`src/rtl/fetch_settings.svh`:
```
`ifndef FETCH_SETTINGS_SVH
`define FETCH_SETTINGS_SVH

// instruction address width for pc, targets and redirects
`define ADDR_W 32

// first fetch address after reset
`define RESET_PC 32'h0000_0000

// number of two-bit counters in the branch history table
// power of two, 8 to 64 are fine
`define BHT_DEPTH 16

////////////////////////////////////////////////////////////////////////////
// exception cause codes
////////////////////////////////////////////////////////////////////////////

// interrupt shares ecode 0 with no exception
// so it carries an extra subcode bit to keep the two apart
`define EXC_SUB_INT 6'h20
`define EXC_NOP 6'h00
`define EXC_INT (6'h00 | `EXC_SUB_INT)
`define EXC_ADEF 6'h08

`endif

```
`src/rtl/fetch_pkg.sv`:
```
`default_nettype none

`include "fetch_settings.svh"

package fetch_pkg;

    ////////////////////////////////////////////////////////////////////////
    // instruction word views
    ////////////////////////////////////////////////////////////////////////

    // one fetched word, two encodings sharing the opcode field
    typedef union packed {
        // B and BL
        // 26-bit offset stored low half first
        struct packed {
            logic [5:0]  opcode;
            logic [15:0] offs_lo;
            logic [9:0]  offs_hi;
        } fmt_i26;
        // BEQ, BNE, BLT, BGE, BLTU, BGEU
        // 16-bit offset plus the two compared registers
        struct packed {
            logic [5:0]  opcode;
            logic [15:0] offs16;
            logic [4:0]  rj;
            logic [4:0]  rd;
        } fmt_2ri16;
    } inst_word_u;

    ////////////////////////////////////////////////////////////////////////
    // exception causes seen at fetch
    ////////////////////////////////////////////////////////////////////////

    // codes come from the settings header
    typedef enum logic [5:0] {
        CAUSE_NOP  = `EXC_NOP,
        CAUSE_INT  = `EXC_INT,
        CAUSE_ADEF = `EXC_ADEF
    } exc_cause_t;

endpackage

`default_nettype wire

```
`src/rtl/branch_predictor.sv`:
```
`timescale 1ns/1ps
`default_nettype none

`include "fetch_settings.svh"

module branch_predictor (
    input  logic               clk,
    input  logic               rst,
    // lookup address from fetch
    input  logic [`ADDR_W-1:0] pc,
    // training from execute
    input  logic               resolve_valid,
    input  logic [`ADDR_W-1:0] resolve_pc,
    input  logic               resolve_taken,
    output logic               counter_taken
);

    localparam int IDX_W = $clog2(`BHT_DEPTH);

    // counter encoding
    // 0 strong not-taken, 1 weak not-taken, 2 weak taken, 3 strong taken
    localparam logic [1:0] CNT_MIN     = 2'b00;
    localparam logic [1:0] CNT_WEAK_NT = 2'b01;
    localparam logic [1:0] CNT_MAX     = 2'b11;

    logic [1:0]       bht [`BHT_DEPTH];
    logic [IDX_W-1:0] rd_idx;
    logic [IDX_W-1:0] wr_idx;
    logic [1:0]       wr_old;
    logic [1:0]       wr_new;

    ////////////////////////////////////////////////////////////////////////
    // lookup
    ////////////////////////////////////////////////////////////////////////

    // word address bits just above the byte offset
    assign rd_idx = pc[IDX_W+1:2];

    // msb of the counter is the taken guess
    assign counter_taken = bht[rd_idx][1];

    ////////////////////////////////////////////////////////////////////////
    // training
    ////////////////////////////////////////////////////////////////////////

    // saturating step toward the resolved direction
    function automatic logic [1:0] sat_step(
        input logic [1:0] cnt,
        input logic       up
    );
        logic [1:0] res;
        res = cnt;
        if (up) begin
            if (cnt != CNT_MAX) begin
                res = cnt + 2'd1;
            end
        end else begin
            if (cnt != CNT_MIN) begin
                res = cnt - 2'd1;
            end
        end
        return res;
    endfunction

    assign wr_idx = resolve_pc[IDX_W+1:2];
    assign wr_old = bht[wr_idx];
    assign wr_new = sat_step(wr_old, resolve_taken);

    // write lands at the clock edge
    // lookup in the same cycle still sees the old count
    always_ff @(posedge clk) begin
        if (rst) begin
            // all entries start weakly not-taken
            for (int i = 0; i < `BHT_DEPTH; i++) begin
                bht[i] <= CNT_WEAK_NT;
            end
        end else if (resolve_valid) begin
            bht[wr_idx] <= wr_new;
        end
    end

endmodule

`default_nettype wire

```
`src/rtl/fetch_front.sv`:
```
`timescale 1ns/1ps
`default_nettype none

`include "fetch_settings.svh"

module fetch_front
    import fetch_pkg::*;
(
    input  logic               clk,
    input  logic               rst,
    // word read at pc, same cycle
    input  logic [31:0]        inst,
    input  logic               pause,
    input  logic               exception_flush,
    input  logic [`ADDR_W-1:0] exception_new_pc,
    input  logic               is_interrupt,
    input  logic               branch_flush,
    input  logic [`ADDR_W-1:0] branch_actual_addr,
    // predictor training
    input  logic               resolve_valid,
    input  logic [`ADDR_W-1:0] resolve_pc,
    input  logic               resolve_taken,
    output logic [`ADDR_W-1:0] pc,
    output logic               inst_en,
    output logic [1:0]         is_exception,
    output exc_cause_t [1:0]   exception_cause
);

    logic               is_branch;
    logic               counter_taken;
    logic               pre_taken_or_not;
    logic [`ADDR_W-1:0] pre_branch_addr;

    ////////////////////////////////////////////////////////////////////////
    // predecode and prediction, both combinational on pc
    ////////////////////////////////////////////////////////////////////////

    inst_predecode i_predecode (
        .inst             (inst),
        .pc               (pc),
        .counter_taken    (counter_taken),
        .is_branch        (is_branch),
        .pre_taken_or_not (pre_taken_or_not),
        .pre_branch_addr  (pre_branch_addr)
    );

    branch_predictor i_predictor (
        .clk           (clk),
        .rst           (rst),
        .pc            (pc),
        .resolve_valid (resolve_valid),
        .resolve_pc    (resolve_pc),
        .resolve_taken (resolve_taken),
        .counter_taken (counter_taken)
    );

    // pc register and next-address select
    pc_reg i_pc_reg (
        .clk                (clk),
        .rst                (rst),
        .is_branch          (is_branch),
        .pre_taken_or_not   (pre_taken_or_not),
        .pre_branch_addr    (pre_branch_addr),
        .branch_flush       (branch_flush),
        .branch_actual_addr (branch_actual_addr),
        .exception_flush    (exception_flush),
        .exception_new_pc   (exception_new_pc),
        .pause              (pause),
        .is_interrupt       (is_interrupt),
        .pc                 (pc),
        .inst_en            (inst_en),
        .is_exception       (is_exception),
        .exception_cause    (exception_cause)
    );

endmodule

`default_nettype wire

```
`src/rtl/inst_predecode.sv`:
```
`timescale 1ns/1ps
`default_nettype none

`include "fetch_settings.svh"

module inst_predecode
    import fetch_pkg::*;
(
    input  logic [31:0]        inst,
    input  logic [`ADDR_W-1:0] pc,
    // upper bit of the bht counter at pc
    input  logic               counter_taken,
    output logic               is_branch,
    output logic               pre_taken_or_not,
    output logic [`ADDR_W-1:0] pre_branch_addr
);

    // major opcodes of the direct branches
    localparam logic [5:0] OP_B    = 6'h14;
    localparam logic [5:0] OP_BL   = 6'h15;
    localparam logic [5:0] OP_BEQ  = 6'h16;
    localparam logic [5:0] OP_BGEU = 6'h1b;

    inst_word_u         word;
    logic [5:0]         opcode;
    logic               is_uncond;
    logic               is_cond;
    logic [25:0]        offs26;
    logic [`ADDR_W-1:0] imm_i26;
    logic [`ADDR_W-1:0] imm_2ri16;

    assign word   = inst;
    assign opcode = word.fmt_i26.opcode;

    // B/BL jump always
    assign is_uncond = (opcode == OP_B) || (opcode == OP_BL);
    // compare branches sit in one contiguous opcode run
    assign is_cond   = (opcode >= OP_BEQ) && (opcode <= OP_BGEU);
    assign is_branch = is_uncond || is_cond;

    ////////////////////////////////////////////////////////////////////////
    // target address
    ////////////////////////////////////////////////////////////////////////

    // high bits of the long offset live in the bottom of the word
    assign offs26 = {word.fmt_i26.offs_hi, word.fmt_i26.offs_lo};

    // word offsets, sign extended and scaled to bytes
    assign imm_i26   = {{(`ADDR_W-28){offs26[25]}}, offs26, 2'b00};
    assign imm_2ri16 = {{(`ADDR_W-18){word.fmt_2ri16.offs16[15]}},
                        word.fmt_2ri16.offs16, 2'b00};

    assign pre_branch_addr = pc + (is_uncond ? imm_i26 : imm_2ri16);

    // unconditional always taken, conditional follows the counter
    assign pre_taken_or_not = is_uncond || (is_cond && counter_taken);

endmodule

`default_nettype wire

```
`src/rtl/pc_reg.sv`:
```
`timescale 1ns/1ps
`default_nettype none

`include "fetch_settings.svh"

module pc_reg
    import fetch_pkg::*;
(
    input  logic               clk,
    input  logic               rst,
    // predecode side
    input  logic               is_branch,
    input  logic               pre_taken_or_not,
    input  logic [`ADDR_W-1:0] pre_branch_addr,
    // execute side redirect
    input  logic               branch_flush,
    input  logic [`ADDR_W-1:0] branch_actual_addr,
    // commit side redirect
    input  logic               exception_flush,
    input  logic [`ADDR_W-1:0] exception_new_pc,
    input  logic               pause,
    input  logic               is_interrupt,
    output logic [`ADDR_W-1:0] pc,
    output logic               inst_en,
    // bit 1 interrupt, bit 0 adef
    output logic [1:0]         is_exception,
    output exc_cause_t [1:0]   exception_cause
);

    localparam logic [`ADDR_W-1:0] PC_STEP = 4;

    logic [`ADDR_W-1:0] next_pc;
    logic               pc_misaligned;

    // fetch enable goes high once reset is released
    always_ff @(posedge clk) begin
        if (rst) begin
            inst_en <= 1'b0;
        end else begin
            inst_en <= 1'b1;
        end
    end

    ////////////////////////////////////////////////////////////////////////
    // next fetch address
    ////////////////////////////////////////////////////////////////////////

    // exception beats pause, pause beats everything below it
    always_comb begin
        if (exception_flush) begin
            next_pc = exception_new_pc;
        end else if (pause) begin
            next_pc = pc;
        end else if (branch_flush) begin
            next_pc = branch_actual_addr;
        end else if (is_branch && pre_taken_or_not) begin
            next_pc = pre_branch_addr;
        end else begin
            next_pc = pc + PC_STEP;
        end
    end

    always_ff @(posedge clk) begin
        if (rst) begin
            pc <= `RESET_PC;
        end else begin
            pc <= next_pc;
        end
    end

    // exception tags on the current fetch address
    assign pc_misaligned = (pc[1:0] != 2'b00);
    assign is_exception = {is_interrupt, pc_misaligned};
    assign exception_cause[1] = is_interrupt ? CAUSE_INT : CAUSE_NOP;
    assign exception_cause[0] = pc_misaligned ? CAUSE_ADEF : CAUSE_NOP;

endmodule

`default_nettype wire

```
`config.mk`:
```
export PLATFORM = sky130hd
export DESIGN_NAME = fetch_front
export DESIGN_NICKNAME = d
export VERILOG_FILES = /design/src/rtl/fetch_pkg.sv /design/src/rtl/branch_predictor.sv /design/src/rtl/fetch_front.sv /design/src/rtl/inst_predecode.sv /design/src/rtl/pc_reg.sv
export VERILOG_INCLUDE_DIRS = /design/src /design/src/rtl
export SDC_FILE = /design/constraint.sdc
export NUM_CORES = 1
export LEC_CHECK = 0
export BUFFER_PORTS_ARGS = -buffer_cell sky130_fd_sc_hd__buf_4
export CORE_MARGIN = 3
export CORE_UTILIZATION = 45
export CTS_CLUSTER_SIZE = 40
export DETAILED_ROUTE_END_ITERATION = 6
export GPL_TIMING_DRIVEN = 0
export PLACE_DENSITY = 0.79
export SLEW_MARGIN = 20
export SYNTH_ARGS = -nofsm -noshare
export SYNTH_HDL_FRONTEND = slang
export SYNTH_SLANG_ARGS = --single-unit
```
`constraint.sdc`:
```
create_clock -name clk -period 4.5 [get_ports clk]
set_clock_uncertainty 0.05 [all_clocks]
set_input_delay 0.45 -clock clk [delete_from_list [all_inputs] [get_ports clk]]
set_output_delay 0.45 -clock clk [all_outputs]
set_load 0.05 [all_outputs]
```
### Word level (Yosys, flattened, before mapping)

Memory sizes are Yosys's and may differ from the RTL's. A register that Yosys moved wholly into a read port is not among the register bits.
Cells that the tools add are included.

* magnitude comparators: 2
* multiplexer cells: 21
* add/sub/neg operators: 4
* reductions and logical operators: 9
* eq/ne operators: 4

Operators with widths (number)
* 32-bit 2-to-1 mux: 5
* 32-bit by 3-bit adder with 32-bit output, second input constant: 1
* 32-bit adder: 1
* 4-bit 2-to-1 mux: 4
* 6-bit by 5-bit == test with 1-bit output, second input constant: 2
* 2-bit 2-to-1 mux: 4
* 1-bit 2-to-1 mux: 7
* 6-bit by 5-bit >= comparator with 1-bit output, second input constant: 1
* 6-bit by 5-bit less-or-equal comparator with 1-bit output, second input constant: 1
* 6-bit 2-to-1 mux: 1
* 2-bit nonzero test: 2
* 1-bit logical AND: 3
* 1-bit logical OR: 3
* 2-bit by 1-bit adder with 2-bit output, second input constant: 1
* 2-bit by 1-bit inequality test with 1-bit output, second input constant: 1
* 2-bit inequality test, second input constant: 1
* 2-bit OR reduction: 1
* 2-bit by 1-bit subtractor with 2-bit output, second input constant: 1

* input port bits: 136
* output and inout port bits: 47
* memories: 1
* logic and storage cells: 43
* register bits: 33
* bits in writable memories: 32

Memory list
* i_predictor.bht: depth 16, width 2, rd ports 2, clocked after Yosys merged registers in 1, write ports 16, RTL line branch_predictor.sv:26 `` logic [1:0] bht [`BHT_DEPTH]; ``

### Logic depth before layout (Yosys ltp)

* depth after elaboration: 11
* gate-level depth with buffers: 17
* gate-level depth less buffers: 17

### By module

A second synthesis with hierarchy kept.

* cell total of the unflattened synthesis: 803
* area total of the unflattened synthesis: 6392.4 um^2

By module, submodules not included
* pc_reg: cells an instance 396, seq. area each 660.6 um^2, area each 2806.4 um^2, instances 1
* branch_predictor: cells an instance 147, seq. area each 960.9 um^2, area each 1823.0 um^2, instances 1
* inst_predecode: cells an instance 260, seq. area each 0.0 um^2, area each 1762.9 um^2, instances 1

### Worst setup path before layout

Ideal clock, no wire load.

* kind: register to register
* from: register (tool-made name)
* to: register i_pc_reg.pc[31]
* path buffers: 1
* required time: 4.316 ns
* data arrival time: 4.184 ns
* setup time: 0.134 ns
* cell stages (with the launch flop): 18
* setup slack: 0.132 ns
* period minus slack after synthesis: 4.368 ns
* cell sequence: dfxtp_1 mux4_1 mux4_2 nor2b_1 nor3_1 a31oi_1 nor2_1 clkbuf_1 and2_1 ha_1 a21oi_1 o21ai_0 o22a_1 nor3_1 a21oi_1 a221o_1 nor3b_1 or4b_1

RTL lines
* end signal, assigned: RTL line pc_reg.sv:65 `` pc <= `RESET_PC; ``
* end signal, assigned: RTL line pc_reg.sv:67 `pc <= next_pc;`
* end, declared: RTL line pc_reg.sv:23 `` output logic [`ADDR_W-1:0] pc, ``

==> flow_metrics.py <==
metrics = {
    "placed_design": {
        "gp_congestion": 0.9776,
        "placedInstanceArea_mm2": 0.006641,
        "place_hpwl_mm": 14.24,
        "portBuffers": 137,
        "pre_cts_slack_ns": -0.7677,
    },
    "critical_path": {
        "critPathMaxStageDelay_ns": 0.55,
        "cp-startpoint": "i_predictor.bht[9][1]",
        "arrival_ns": 4.78,
        "end_kind": "register",
        "crit_chain": "mux4_2 -> mux4_2 -> nor2b_2 -> nor3_2 -> a31oi_2 -> nor2_4 -> buf_8 -> and2_4 -> ha_4 -> a21oi_4 -> o21ai_2 -> o22a_1 -> nor3_2 -> a21oi_4 -> a221o_1 -> nor3b_2 -> or4b_1",
        "slowest_stage": "mux4_2",
        "worstSetupStartpointType": "register",
        "crit_fanout": 8,
        "crit_type": "reg2reg",
        "r2r_start": "i_predictor.bht[9][1]",
        "cp.required_ns": 4.67,
    },
    "synth": {
        "ys_warn_count": 0,
        "avgSynthCellArea_um2": 8.381,
        "synth-seq-cells": 69,
        "synth_async_sr_flop_share": 0,
        "yosysTopAreaCell": "edfxtp_1",
        "yosysTopAreaCellShare": 0.1783,
        "synth_edf_count": 32,
        "ys_seq_area_frac": 0.3158,
        "synthFlopType": "dfxtp_1",
        "synth_area_leaders": "edfxtp_1, dfxtp_1, ha_1, a21oi_1, nand2_1",
        "ys_types": 62,
        "syn_inst": 643,
        "synth_area_mm2": 0.005389,
    },
    "sta": {
        "max_clock_freq_mhz": 216.8,
        "slew_headroom": 0.4407,
        "period_share": 1.025,
        "setup_viol": 3,
        "hold_viol_final": 0,
        "worst_pin_slew_ns": 0.8390,
        "whs_ns": 0.2806,
        "finalWorstSetupSlack_ns": -0.1117,
        "grt_setup_unrepaired": "yes",
        "drv_slew": 0,
        "period_minus_slack_ns": 4.612,
    },
    "routing": {
        "vias": 6004,
        "drtAntennaViolNets": 0,
        "drcViolationCount": 0,
        "avgRoutedWirePerCell_um": 20.32,
        "via_per_inst": 6.190,
        "drt_pass1_iterations": 6,
        "wirelength_mm": 19.71,
        "drtIter0Drc": 754,
    },
    "cts": {
        "cts.sinks": 69,
        "cts_tree": "yes",
        "root_buffer": "clkbuf_16",
        "clockBufferDepth": 2,
        "insertion_delay_ns": 0.36,
        "numCtsBuffers": 9,
        "cts.htree.levels": 3,
        "cts.reportedPaths.clkPinSlew_ns": 0.07,
    },
    "power_and_ir_drop": {
        "clkPwrFrac": 0.349,
        "internal_power_mw": 1.296,
        "p_seq_frac": 0.363,
        "switching_share": 0.3477,
        "p_per_area_mw_per_mm2": 266.6,
        "p_switching_uw": 690.7,
        "ir_drop_uv": 142.4,
        "combPwrFrac": 0.287,
        "leakagePower_nw": 3.188,
    },
    "run_status": {
        "violations": "setup timing",
        "status": "finished with violations",
    },
    "die": {
        "ios": 183,
        "initial_core_util": 0.4660,
        "die_h_um": 115.4,
        "die-area_mm2": 0.01332,
        "core_area_mm2": 0.01156,
        "num_rows": 39,
        "die_x_um": 115.4,
    },
    "finish": {
        "drive_above_1_share": 0.3168,
        "insertedDiodeCount": 0,
        "post-route-util": 0.6444,
        "nNetsFinal": 988,
        "stdcell_area_mm2": 0.007452,
        "final_common_cell": "buf_4",
        "final_cell_mix": "buf_4, nand2_1, nor2_1",
        "area_delta_synth_final_pct": 38.29,
    },
    "global_route": {
        "grt_pass1_vias": 5653,
        "track_usage": 0.2801,
        "grt_max_degree": 15,
        "antenna_found_initial": 0,
        "grt_overflow": 0,
        "grt_pass1_wl_mm": 28.91,
    },
    "worst_hold_path": {
        "min_from": "exception_new_pc[7]",
        "hold_path.class": "in2reg",
    },
    "flow_run": {
        "max_cap_viol_count": 0,
    },
}
cells in the mapped netlist, types with 4 or more instances:
library cell	count
o31ai_1	5
nor3_1	15
clkbuf_1	30
and3_1	8
o211ai_1	14
o22ai_1	9
inv_1	16
o21a_1	9
nand4_1	5
dfxtp_1	37
xnor2_1	14
buf_4	14
or3_1	7
a211oi_1	7
o21ai_0	34
nor2_1	67
a21oi_1	62
and2_1	17
xor2_1	5
a31oi_1	4
nand3_1	17
nand2b_1	11
mux2i_1	10
nor2b_1	8
o21bai_1	5
a21o_1	21
mux4_2	11
nand2_1	70
ha_1	29
edfxtp_1	32
metrics by stage:
| stage | power [mW] | setup TNS (ns) | std cells |
|---|---|---|---|
| finish | 1.987 | -0.2113 | 970 |
| global route | 2.044 | -1.120 | 970 |
| CTS | 1.959 | -0.03302 | 964 |
| detailed placement | 1.248 | -5.225 | 933 |
| global placement | 1.236 | -3.133 | 932 |
| floorplan | 1.055 | 0 | 652 |
layer usage:
metal | vias to the layer above | share of wire | global-route usage
met1 | 2763 | 0.38 | 0.3554
li1 | 2713 | - | -
met5 | - | 0 | 0
met3 | 91 | 0.12 | 0.06319
met4 | 0 | 0.046 | 0.1471
met2 | 437 | 0.45 | 0.4475
logic make-up (layout without fill, tap and decap cells):
group	Yosys count	count (layout)	share of synthesized area
AO/OA/AOI/OAI	193	193	0.2299
XOR/XNOR	19	19	0.03088
adder cells (fa/ha/maj)	32	32	0.07476
buffers and inverters	65	240	0.05665
flip-flops	69	69	0.3158
multiplexers	25	25	0.08126
other	1	10	0.0006959
AND/OR/NAND/NOR	239	239	0.2101
path summary, 6_finish.rpt:
check                     to  cells after the start  slack [ns]
max reg2reg  i_pc_reg.pc[31]                     17       -0.11
min           i_pc_reg.pc[7]                      3        0.28
max          i_pc_reg.pc[31]                     17       -0.11
min reg2reg  i_pc_reg.pc[20]                      2        0.51
final cells by class:
type	count	area, µm²
plain buffers	48	252.7
clock buffers	9	225.2
clock inverters	7	55.05
fillers	951	4113
inverters	17	63.81
multi-input cells	518	3774
flip-flops and latches	69	1705
well taps	143	178.9
repair buffers	159	1197
critical path, delay by kind of cell (launching register included):
kind,cells,cell delay (ns)
buffers and inverters,1,0.14
muxes,2,1.03
adders and majority gates,1,0.25
DFF,1,0.43
AOI/OAI and AO/OA,6,1.15
and+or+nand+nor,7,1.43
power groups by stage:
stage / Combinational [mW] / Sequential (mW) / Clock, mW
3_3_place_gp: 0.508 / 0.728 / 0
6_report: 0.571 / 0.722 / 0.694
2_1_floorplan: 0.259 / 0.796 / 0
3_5_place_dp: 0.518 / 0.730 / 0
5_1_grt: 0.601 / 0.724 / 0.719
4_1_cts: 0.545 / 0.720 / 0.694
what timing repair did:
item	CTS	global route
pin swaps	18	21
hold buffers	0	0
gates resized for setup	52	22
cloned	1	0
setup endpoints to repair	18	17
setup buffers	14	6
Note: power is estimated with default switching activity, not from simulation.
